[config.mk]
export PLATFORM = sky130hd
export DESIGN_NAME = iagc_top
export DESIGN_NICKNAME = d
export VERILOG_FILES = /design/src/verilog/iagc_cmd_pkg.sv /design/src/verilog/iagc_ctrl_pkg.sv /design/src/verilog/iagc_capture.sv /design/src/verilog/iagc_cmd_decode.sv /design/src/verilog/iagc_control.sv /design/src/verilog/iagc_top.sv
export VERILOG_INCLUDE_DIRS = /design/src /design/src/include
export SDC_FILE = /design/constraint.sdc
export NUM_CORES = 2
export LEC_CHECK = 0
export BUFFER_PORTS_ARGS = -buffer_cell sky130_fd_sc_hd__buf_2
export CORE_MARGIN = 3
export CORE_UTILIZATION = 25
export DETAILED_ROUTE_END_ITERATION = 7
export PLACE_DENSITY = 0.4
export SETUP_SLACK_MARGIN = 0.02
export SLEW_MARGIN = 10
export SYNTH_ARGS = -nofsm -noshare
export SYNTH_HDL_FRONTEND = slang
export SYNTH_SLANG_ARGS = --single-unit
[constraint.sdc]
create_clock -name i_clock -period 9.9 [get_ports i_clock]
set_clock_uncertainty 0.15 [all_clocks]
set_input_delay 0.495 -clock i_clock [delete_from_list [all_inputs] [get_ports i_clock]]
set_output_delay 0.495 -clock i_clock [all_outputs]
set_load 0.01 [all_outputs]
[src/include/iagc_cfg.svh]
`ifndef IAGC_CFG_SVH
`define IAGC_CFG_SVH

// Datapath widths
`define IAGC_ADDR_SIZE           8
`define IAGC_SAMPLE_SIZE         12
`define IAGC_DUMP_SIZE           16
`define IAGC_DECIMATOR_SIZE      4
`define IAGC_COUNT_SIZE          16

// Configuration loaded in the RESET and INIT states
`define IAGC_DEF_MEMORY_SIZE     64
`define IAGC_DEF_DECIMATOR       4
`define IAGC_DEF_PHASE_COUNT     256
`define IAGC_DEF_AMPLITUDE_COUNT 256

`endif

[src/verilog/iagc_cmd_pkg.sv]
package iagc_cmd_pkg;

    // Operation codes carried in the high nibble of a command byte
    typedef enum logic [3:0] {
        CMD_EMPTY     = 4'd0,  // Spurious empty command seen on the link
        CMD_RESET     = 4'd1,
        CMD_SAMPLE    = 4'd2,
        CMD_SET_DEC   = 4'd3,
        CMD_CLEAN_MEM = 4'd4,
        CMD_DUMP_REF  = 4'd5,
        CMD_DUMP_ERR  = 4'd6,
        CMD_SET_MEM   = 4'd7,
        CMD_SET_PHA   = 4'd8,
        CMD_SET_AMP   = 4'd9,
        CMD_HALT      = 4'd10
    } cmd_op_e;

    // Low nibble of a command byte
    typedef logic [3:0] cmd_param_t;

endpackage

[src/verilog/iagc_ctrl_pkg.sv]
`include "iagc_cfg.svh"

package iagc_ctrl_pkg;

    typedef enum logic [3:0] {
        STATUS_RESET     = 4'd0,
        STATUS_INIT      = 4'd1,
        STATUS_IDLE      = 4'd2,
        STATUS_SAMPLE    = 4'd3,
        STATUS_CMD_PARSE = 4'd4,
        STATUS_CMD_READ  = 4'd5,
        STATUS_CMD_ERROR = 4'd6,
        STATUS_DUMP_REF  = 4'd7,
        STATUS_DUMP_ERR  = 4'd8,
        STATUS_CLEAN_MEM = 4'd9,
        STATUS_SET_MEM   = 4'd10,
        STATUS_SET_DEC   = 4'd11,
        STATUS_SET_PHA   = 4'd12,
        STATUS_SET_AMP   = 4'd13,
        STATUS_HALT      = 4'd14
    } status_e;

    // One bit wider than the address so the full depth fits
    typedef logic [`IAGC_ADDR_SIZE:0]        addr_t;

    typedef logic [`IAGC_DECIMATOR_SIZE-1:0] decimator_t;
    typedef logic [`IAGC_COUNT_SIZE-1:0]     count_t;
    typedef logic [`IAGC_SAMPLE_SIZE-1:0]    sample_t;
    typedef logic [`IAGC_DUMP_SIZE-1:0]      dump_t;

endpackage

[src/verilog/iagc_capture.sv]
`timescale 1ns/1ns
`include "iagc_cfg.svh"

module iagc_capture (
    input  logic                      i_clock,
    input  logic                      i_reset,
    input  iagc_ctrl_pkg::status_e    i_status,
    input  iagc_ctrl_pkg::addr_t      i_memory_size,
    input  iagc_ctrl_pkg::decimator_t i_decimator,
    input  iagc_ctrl_pkg::count_t     i_amplitude_count,
    input  logic                      i_adc_valid,
    input  iagc_ctrl_pkg::sample_t    i_adc_data,
    output logic                      o_sample_end,
    output logic                      o_clean_end,
    output logic                      o_dump_end,
    output logic                      o_dump_valid,
    output iagc_ctrl_pkg::dump_t      o_dump_data
);

    localparam int DEPTH = 1 << `IAGC_ADDR_SIZE;

    iagc_ctrl_pkg::sample_t     memory [DEPTH];
    iagc_ctrl_pkg::sample_t     read_data;
    iagc_ctrl_pkg::sample_t     write_data;
    iagc_ctrl_pkg::addr_t       addr;
    iagc_ctrl_pkg::addr_t       last_addr;
    iagc_ctrl_pkg::decimator_t  dec_count;
    iagc_ctrl_pkg::decimator_t  dec_reload;
    iagc_ctrl_pkg::dump_t       target;
    logic [`IAGC_ADDR_SIZE-1:0] mem_index;
    logic                       sampling;
    logic                       cleaning;
    logic                       dumping;
    logic                       keep;
    logic                       mem_we;
    logic                       read_en;
    logic                       read_last;
    logic                       read_valid;
    logic                       read_last_q;

    assign sampling = (i_status == iagc_ctrl_pkg::STATUS_SAMPLE);
    assign cleaning = (i_status == iagc_ctrl_pkg::STATUS_CLEAN_MEM);
    assign dumping  = (i_status == iagc_ctrl_pkg::STATUS_DUMP_REF) ||
                      (i_status == iagc_ctrl_pkg::STATUS_DUMP_ERR);

    assign last_addr  = i_memory_size - 1'b1;
    assign mem_index  = addr[`IAGC_ADDR_SIZE-1:0];
    assign dec_reload = (i_decimator == '0) ? '0 : i_decimator - 1'b1; // Zero behaves as one
    assign target     = i_amplitude_count[`IAGC_DUMP_SIZE-1:0];

    // The first valid sample is kept, then every decimator-th one
    assign keep       = sampling && i_adc_valid && (dec_count == '0);
    assign mem_we     = keep || cleaning;
    assign write_data = cleaning ? '0 : i_adc_data;

    assign o_sample_end = keep && (addr == last_addr);
    assign o_clean_end  = cleaning && (addr == last_addr);

    assign read_en   = dumping && (addr < i_memory_size);
    assign read_last = read_en && (addr == last_addr);

    always_ff @(posedge i_clock) begin
        if (i_reset || i_status == iagc_ctrl_pkg::STATUS_IDLE) begin
            addr      <= '0;
            dec_count <= '0;
        end else begin
            if (mem_we || read_en) begin
                addr <= addr + 1'b1;
            end
            if (sampling && i_adc_valid) begin
                dec_count <= keep ? dec_reload : dec_count - 1'b1;
            end
        end
    end

    always_ff @(posedge i_clock) begin
        if (mem_we) begin
            memory[mem_index] <= write_data;
        end
        read_data <= memory[mem_index];
    end

    // Second stage lines the end pulse up with the last word
    always_ff @(posedge i_clock) begin
        if (i_reset) begin
            read_valid   <= 1'b0;
            read_last_q  <= 1'b0;
            o_dump_valid <= 1'b0;
            o_dump_end   <= 1'b0;
        end else begin
            read_valid   <= read_en;
            read_last_q  <= read_last;
            o_dump_valid <= read_valid;
            o_dump_end   <= read_last_q;
        end
    end

    always_ff @(posedge i_clock) begin
        if (i_status == iagc_ctrl_pkg::STATUS_DUMP_ERR) begin
            o_dump_data <= iagc_ctrl_pkg::dump_t'(read_data) - target; // Wraps as two's complement
        end else begin
            o_dump_data <= iagc_ctrl_pkg::dump_t'(read_data);
        end
    end

endmodule

[src/verilog/iagc_cmd_decode.sv]
`timescale 1ns/1ns

module iagc_cmd_decode (
    input  logic                    i_clock,
    input  logic                    i_reset,
    input  logic                    i_cmd_strobe,
    input  logic [7:0]              i_cmd_byte,
    input  logic                    i_cmd_take,
    output logic                    o_cmd_pending,
    output iagc_cmd_pkg::cmd_op_e   o_cmd_op,
    output iagc_cmd_pkg::cmd_param_t o_cmd_param,
    output logic                    o_cmd_dropped
);

    logic accept;

    // A take in the same cycle frees the entry for the new byte
    assign accept = i_cmd_strobe && (!o_cmd_pending || i_cmd_take);

    always_ff @(posedge i_clock) begin
        if (i_reset) begin
            o_cmd_pending <= 1'b0;
            o_cmd_dropped <= 1'b0;
        end else begin
            o_cmd_dropped <= i_cmd_strobe && !accept;
            if (accept) begin
                o_cmd_pending <= 1'b1;
            end else if (i_cmd_take) begin
                o_cmd_pending <= 1'b0;
            end
        end
    end

    always_ff @(posedge i_clock) begin
        if (accept) begin
            o_cmd_op    <= iagc_cmd_pkg::cmd_op_e'(i_cmd_byte[7:4]); // Validity is judged later
            o_cmd_param <= i_cmd_byte[3:0];
        end
    end

endmodule

[src/verilog/iagc_control.sv]
`timescale 1ns/1ns
`include "iagc_cfg.svh"

module iagc_control (
    input  logic                      i_clock,
    input  logic                      i_reset,
    input  logic                      i_adc_init_done,
    input  logic                      i_dac_init_done,
    input  logic                      i_sample,
    input  logic                      i_cmd_pending,
    input  iagc_cmd_pkg::cmd_op_e     i_cmd_op,
    input  iagc_cmd_pkg::cmd_param_t  i_cmd_param,
    input  logic                      i_sample_end,
    input  logic                      i_dump_end,
    input  logic                      i_clean_end,
    output logic                      o_cmd_take,
    output iagc_ctrl_pkg::status_e    o_status,
    output iagc_ctrl_pkg::addr_t      o_memory_size,
    output iagc_ctrl_pkg::decimator_t o_decimator,
    output iagc_ctrl_pkg::count_t     o_phase_count,
    output iagc_ctrl_pkg::count_t     o_amplitude_count
);

    iagc_ctrl_pkg::status_e   status;
    iagc_ctrl_pkg::status_e   next_status;
    iagc_cmd_pkg::cmd_param_t mem_shift;
    logic                     load_defaults;

    // Memory depth cannot exceed the address space
    assign mem_shift = (i_cmd_param > 4'(`IAGC_ADDR_SIZE)) ? 4'(`IAGC_ADDR_SIZE) : i_cmd_param;

    assign load_defaults = (status == iagc_ctrl_pkg::STATUS_RESET) ||
                           (status == iagc_ctrl_pkg::STATUS_INIT);

    always_ff @(posedge i_clock) begin
        if (i_reset) begin
            status <= iagc_ctrl_pkg::STATUS_RESET;
        end else begin
            status <= next_status;
        end
    end

    always_ff @(posedge i_clock) begin
        if (i_reset || load_defaults) begin
            o_memory_size     <= iagc_ctrl_pkg::addr_t'(`IAGC_DEF_MEMORY_SIZE);
            o_decimator       <= iagc_ctrl_pkg::decimator_t'(`IAGC_DEF_DECIMATOR);
            o_phase_count     <= iagc_ctrl_pkg::count_t'(`IAGC_DEF_PHASE_COUNT);
            o_amplitude_count <= iagc_ctrl_pkg::count_t'(`IAGC_DEF_AMPLITUDE_COUNT);
        end else begin
            case (status)
                iagc_ctrl_pkg::STATUS_SET_MEM: o_memory_size <= iagc_ctrl_pkg::addr_t'(1) << mem_shift;
                iagc_ctrl_pkg::STATUS_SET_DEC: o_decimator <= i_cmd_param;
                iagc_ctrl_pkg::STATUS_SET_PHA: o_phase_count <= iagc_ctrl_pkg::count_t'(1) << i_cmd_param;
                iagc_ctrl_pkg::STATUS_SET_AMP: begin
                    o_amplitude_count <= iagc_ctrl_pkg::count_t'(1) << i_cmd_param;
                end
                default: ;
            endcase
        end
    end

    always_comb begin
        next_status = status;
        case (status)
            iagc_ctrl_pkg::STATUS_RESET: next_status = iagc_ctrl_pkg::STATUS_INIT;
            iagc_ctrl_pkg::STATUS_INIT: begin
                if (i_adc_init_done && i_dac_init_done) begin
                    next_status = iagc_ctrl_pkg::STATUS_IDLE;
                end
            end
            iagc_ctrl_pkg::STATUS_IDLE: begin
                // A waiting command wins over a sample request
                if (i_cmd_pending) begin
                    next_status = iagc_ctrl_pkg::STATUS_CMD_PARSE;
                end else if (i_sample) begin
                    next_status = iagc_ctrl_pkg::STATUS_SAMPLE;
                end
            end
            iagc_ctrl_pkg::STATUS_CMD_PARSE: next_status = iagc_ctrl_pkg::STATUS_CMD_READ;
            iagc_ctrl_pkg::STATUS_CMD_READ: begin
                case (i_cmd_op)
                    iagc_cmd_pkg::CMD_EMPTY:     next_status = iagc_ctrl_pkg::STATUS_IDLE;
                    iagc_cmd_pkg::CMD_RESET:     next_status = iagc_ctrl_pkg::STATUS_RESET;
                    iagc_cmd_pkg::CMD_SAMPLE:    next_status = iagc_ctrl_pkg::STATUS_SAMPLE;
                    iagc_cmd_pkg::CMD_SET_DEC:   next_status = iagc_ctrl_pkg::STATUS_SET_DEC;
                    iagc_cmd_pkg::CMD_CLEAN_MEM: next_status = iagc_ctrl_pkg::STATUS_CLEAN_MEM;
                    iagc_cmd_pkg::CMD_DUMP_REF:  next_status = iagc_ctrl_pkg::STATUS_DUMP_REF;
                    iagc_cmd_pkg::CMD_DUMP_ERR:  next_status = iagc_ctrl_pkg::STATUS_DUMP_ERR;
                    iagc_cmd_pkg::CMD_SET_MEM:   next_status = iagc_ctrl_pkg::STATUS_SET_MEM;
                    iagc_cmd_pkg::CMD_SET_PHA:   next_status = iagc_ctrl_pkg::STATUS_SET_PHA;
                    iagc_cmd_pkg::CMD_SET_AMP:   next_status = iagc_ctrl_pkg::STATUS_SET_AMP;
                    iagc_cmd_pkg::CMD_HALT:      next_status = iagc_ctrl_pkg::STATUS_HALT;
                    default:                     next_status = iagc_ctrl_pkg::STATUS_CMD_ERROR;
                endcase
            end
            iagc_ctrl_pkg::STATUS_SAMPLE: begin
                if (i_sample_end) begin
                    next_status = iagc_ctrl_pkg::STATUS_IDLE;
                end
            end
            iagc_ctrl_pkg::STATUS_DUMP_REF,
            iagc_ctrl_pkg::STATUS_DUMP_ERR: begin
                if (i_dump_end) begin
                    next_status = iagc_ctrl_pkg::STATUS_IDLE;
                end
            end
            iagc_ctrl_pkg::STATUS_CLEAN_MEM: begin
                if (i_clean_end) begin
                    next_status = iagc_ctrl_pkg::STATUS_IDLE;
                end
            end
            iagc_ctrl_pkg::STATUS_HALT: next_status = iagc_ctrl_pkg::STATUS_HALT; // Only i_reset leaves
            default: next_status = iagc_ctrl_pkg::STATUS_IDLE; // Error and SET states last one cycle
        endcase
    end

    assign o_cmd_take = (status == iagc_ctrl_pkg::STATUS_CMD_READ);
    assign o_status   = status;

endmodule

[src/verilog/iagc_top.sv]
`timescale 1ns/1ns

module iagc_top (
    input  logic                      i_clock,
    input  logic                      i_reset,
    input  logic                      i_adc_init_done,
    input  logic                      i_dac_init_done,
    input  logic                      i_sample,
    input  logic                      i_cmd_strobe,
    input  logic [7:0]                i_cmd_byte,
    input  logic                      i_adc_valid,
    input  iagc_ctrl_pkg::sample_t    i_adc_data,
    output iagc_ctrl_pkg::status_e    o_status,
    output iagc_ctrl_pkg::addr_t      o_memory_size,
    output iagc_ctrl_pkg::decimator_t o_decimator,
    output iagc_ctrl_pkg::count_t     o_phase_count,
    output iagc_ctrl_pkg::count_t     o_amplitude_count,
    output logic                      o_dump_valid,
    output iagc_ctrl_pkg::dump_t      o_dump_data,
    output logic                      o_cmd_dropped
);

    logic                     cmd_pending;
    logic                     cmd_take;
    iagc_cmd_pkg::cmd_op_e    cmd_op;
    iagc_cmd_pkg::cmd_param_t cmd_param;
    logic                     sample_end;
    logic                     dump_end;
    logic                     clean_end;

    iagc_cmd_decode u_cmd_decode (
        .i_clock       (i_clock),
        .i_reset       (i_reset),
        .i_cmd_strobe  (i_cmd_strobe),
        .i_cmd_byte    (i_cmd_byte),
        .i_cmd_take    (cmd_take),
        .o_cmd_pending (cmd_pending),
        .o_cmd_op      (cmd_op),
        .o_cmd_param   (cmd_param),
        .o_cmd_dropped (o_cmd_dropped)
    );

    iagc_control u_control (
        .i_clock           (i_clock),
        .i_reset           (i_reset),
        .i_adc_init_done   (i_adc_init_done),
        .i_dac_init_done   (i_dac_init_done),
        .i_sample          (i_sample),
        .i_cmd_pending     (cmd_pending),
        .i_cmd_op          (cmd_op),
        .i_cmd_param       (cmd_param),
        .i_sample_end      (sample_end),
        .i_dump_end        (dump_end),
        .i_clean_end       (clean_end),
        .o_cmd_take        (cmd_take),
        .o_status          (o_status),
        .o_memory_size     (o_memory_size),
        .o_decimator       (o_decimator),
        .o_phase_count     (o_phase_count),
        .o_amplitude_count (o_amplitude_count)
    );

    iagc_capture u_capture (
        .i_clock           (i_clock),
        .i_reset           (i_reset),
        .i_status          (o_status),
        .i_memory_size     (o_memory_size),
        .i_decimator       (o_decimator),
        .i_amplitude_count (o_amplitude_count),
        .i_adc_valid       (i_adc_valid),
        .i_adc_data        (i_adc_data),
        .o_sample_end      (sample_end),
        .o_clean_end       (clean_end),
        .o_dump_end        (dump_end),
        .o_dump_valid      (o_dump_valid),
        .o_dump_data       (o_dump_data)
    );

endmodule
==> run metrics <==
status=finished clean; drt drc=0; Final Util=0.2958; part of the cycle the worst path needs=0.5131; dominant cell type by area after synthesis=edfxtp_1; Slowest cell on crit path=nor4_1; final wirelength=375700 um; # placed instances=12200; drt initial violations=5937; power density over cell area=201.6 nW/um2; post-synth top area share=0.7514; H-tree depth=5; clk_lat worst skew=940 ps; core area=490100 um2; # rows=257; Final Setup Violations=0; Multi-input gate area=27280 um2; io pins=94; die height=707.7 um; drt pass-1 iters=5; Clock Tree Root=clkbuf_16; RSZ-0062 raised after global routing=false; Clock Sinks=3180; vias in the first global route=61970; port bufs=93; Post-Synthesis Cells=5592; Fin. Hold Viols=0; Via density=4.634; flops & latches, synth=3180; initial antenna violation count=22; Seq. cell area=94510 um2; HPWL after detailed placement=228400 um; CP max stage delay=1050 ps; Slew Viols, Final=0; CTS tree=done; Final Critical Period=5080 ps; kind of critical path=reg -> reg; DP Area=133400 um2; Filler cells=47740; nets@finish=6155; Die Area=500800 um2; asr flop ratio synth=0; largest net degree at the start of global routing=194; Hold Path Class=in -> reg; cts bufs inserted=357; overall routing resource usage=0.1468; Post-CTS Setup Bufs=0; Synth cell types=68; CTS resizes=0; Peak VDD IR=152.7 uV; routability congestion estimate from global placement=0.8049; DIE WIDTH=707.7 um; LEAKAGE=42.87 nW; Max clock buf depth=4; CTS Hold Bufs=17; setup tns final=0 ps; total of max-cap violations=0; Finished Cell Area=145000 um2; startpoint types=flop; sequence of cells on the critical path=buf_4 -> buf_12 -> mux4_2 -> mux2i_1 -> o22ai_1 -> nor4_1 -> nand3_1 -> or3_1; Syn-to-layout area delta=17.75%; wire length per cell=29.19 um; Mean Syn Cell Area=22.01 um2; post-route ant nets=0; layout cells sized above 1=0.3010; Top delay family on crit path=simple AND/OR/NAND/NOR gates; synthesized cell area=123100 um2; Primary FF master, synth=edfxtp_1; Tightest Pin Transition=1331 ps; CP Buf/Inv Count=2; Net Count, Synth=5649; via count=59640; Starting Density=0.2512; max_slew headroom=0.1128; clock-pin slew on the worst setup and hold paths=70 ps; Fmax=196.8 MHz; Yosys warning count=0; Setup crit end kind=flop; fin cells=12870; first-pass GRT wire length=520200 um; EDFF count, synth=3080; Area contributors post-synth=edfxtp_1 (75%), mux4_2 (16%), dfxtp_1 (1.6%); final hold slack=108.8 ps; worst-path fanout max=127; Seq/Total Area, Yosys=0.7676; GRT overflow=0; Worst EP arrival=5730 ps; Worst EP required=10550 ps
[tightest hold or removal path, stage by stage]
cell and delay [ps]:
buf_2 100, nor2b_4 110, buf_4 230
[routing by layer]
metal / vias up / GRT usage / routed length (um)
met4: 0 / 0.03456 / 9037
met2: 1648 / 0.2408 / 179800
met3: 443 / 0.02176 / 18240
met5: - / 0 / 0
met1: 33010 / 0.2052 / 168600
li1: 24530 / - / -
[synth_stat cells, types with 17 or more instances]
cell type,count
dfxtp_1,100
nor3_1,30
ha_1,29
mux4_2,877
nor4_1,17
o22ai_1,67
nand4_1,19
nand2_1,156
nor2_1,313
buf_1,46
nand3_1,28
nand2b_1,17
clkbuf_1,126
a21oi_1,81
buf_4,27
inv_1,34
buf_2,97
nor2b_1,38
o21ai_0,37
mux2i_1,175
edfxtp_1,3080
[power breakdown]
part | internal, mW | switching (mW)
logic | 0.556 | 0.826
clock network | 7.52 | 5.47
registers | 14.8 | 0.0569
[layout by cell type, fill, tap and decap left out, types with 81 or more instances in the layout]
cell and count:
nor2_1 266, clkbuf_16 363, mux4_2 877, nand2_1 140, clkinv_1 82, dfxtp_1 96
buf_2 93, buf_4 323, a21oi_1 81, mux2i_1 174, edfxtp_1 3080
[stage by stage]
step | worst slack, ps | power, mW
CTS | 4699 | 29.63
global placement | 4564 | 16.53
global route | 4519 | 30.22
finish | 4820 | 29.22
floorplan | 1045 | 16.10
detailed placement | 4704 | 16.55
[logic make-up (layout without fill, tap and decap cells)]
family          count (synthesis)  in the layout  share of synthesized area
other cells                     0             12                          0
simple gates                  673            673                    0.02445
compound gates                284            284                    0.01489
fa+ha+maj                      30             30                   0.003110
buf+inv                       345           1136                    0.01319
flops                        3180           3180                     0.7676
mux                          1055           1055                     0.1750
xor+xnor                       25             25                   0.001779
[worst paths after layout]
path,start,endpoint,slack (ps),cells past startpoint
setup / recovery,u_capture.addr[1],u_capture.read_data[9],4820,8
hold reg to reg,u_capture.read_last_q,u_capture.o_dump_end,300,1
hold / removal,i_adc_data[3],u_capture.memory[155][3],110,3
setup reg to reg,u_capture.addr[1],u_capture.read_data[9],4820,8
[state kept, by name, summed over array words and instances (netlist names), 9 cells and up, named ones only]
signal                       cells
u_capture.addr                   9
u_capture.memory              3072
u_capture.o_dump_data           16
u_capture.read_data             12
u_control.o_amplitude_count     16
u_control.o_memory_size          9
u_control.o_phase_count         16
[final cells by class]
cell class / instances / share of cell area
flip-flops and latches: 3180 / 0.6520
multi-input cells: 2067 / 0.1882
clock buffers: 435 / 0.06488
well taps: 6475 / 0.05589
repair buffers: 457 / 0.02439
clock inverters: 209 / 0.01352
inverters: 35 / 0.0009150
diodes: 12 / 0.0002072
(Power assumes the default switching activity.)
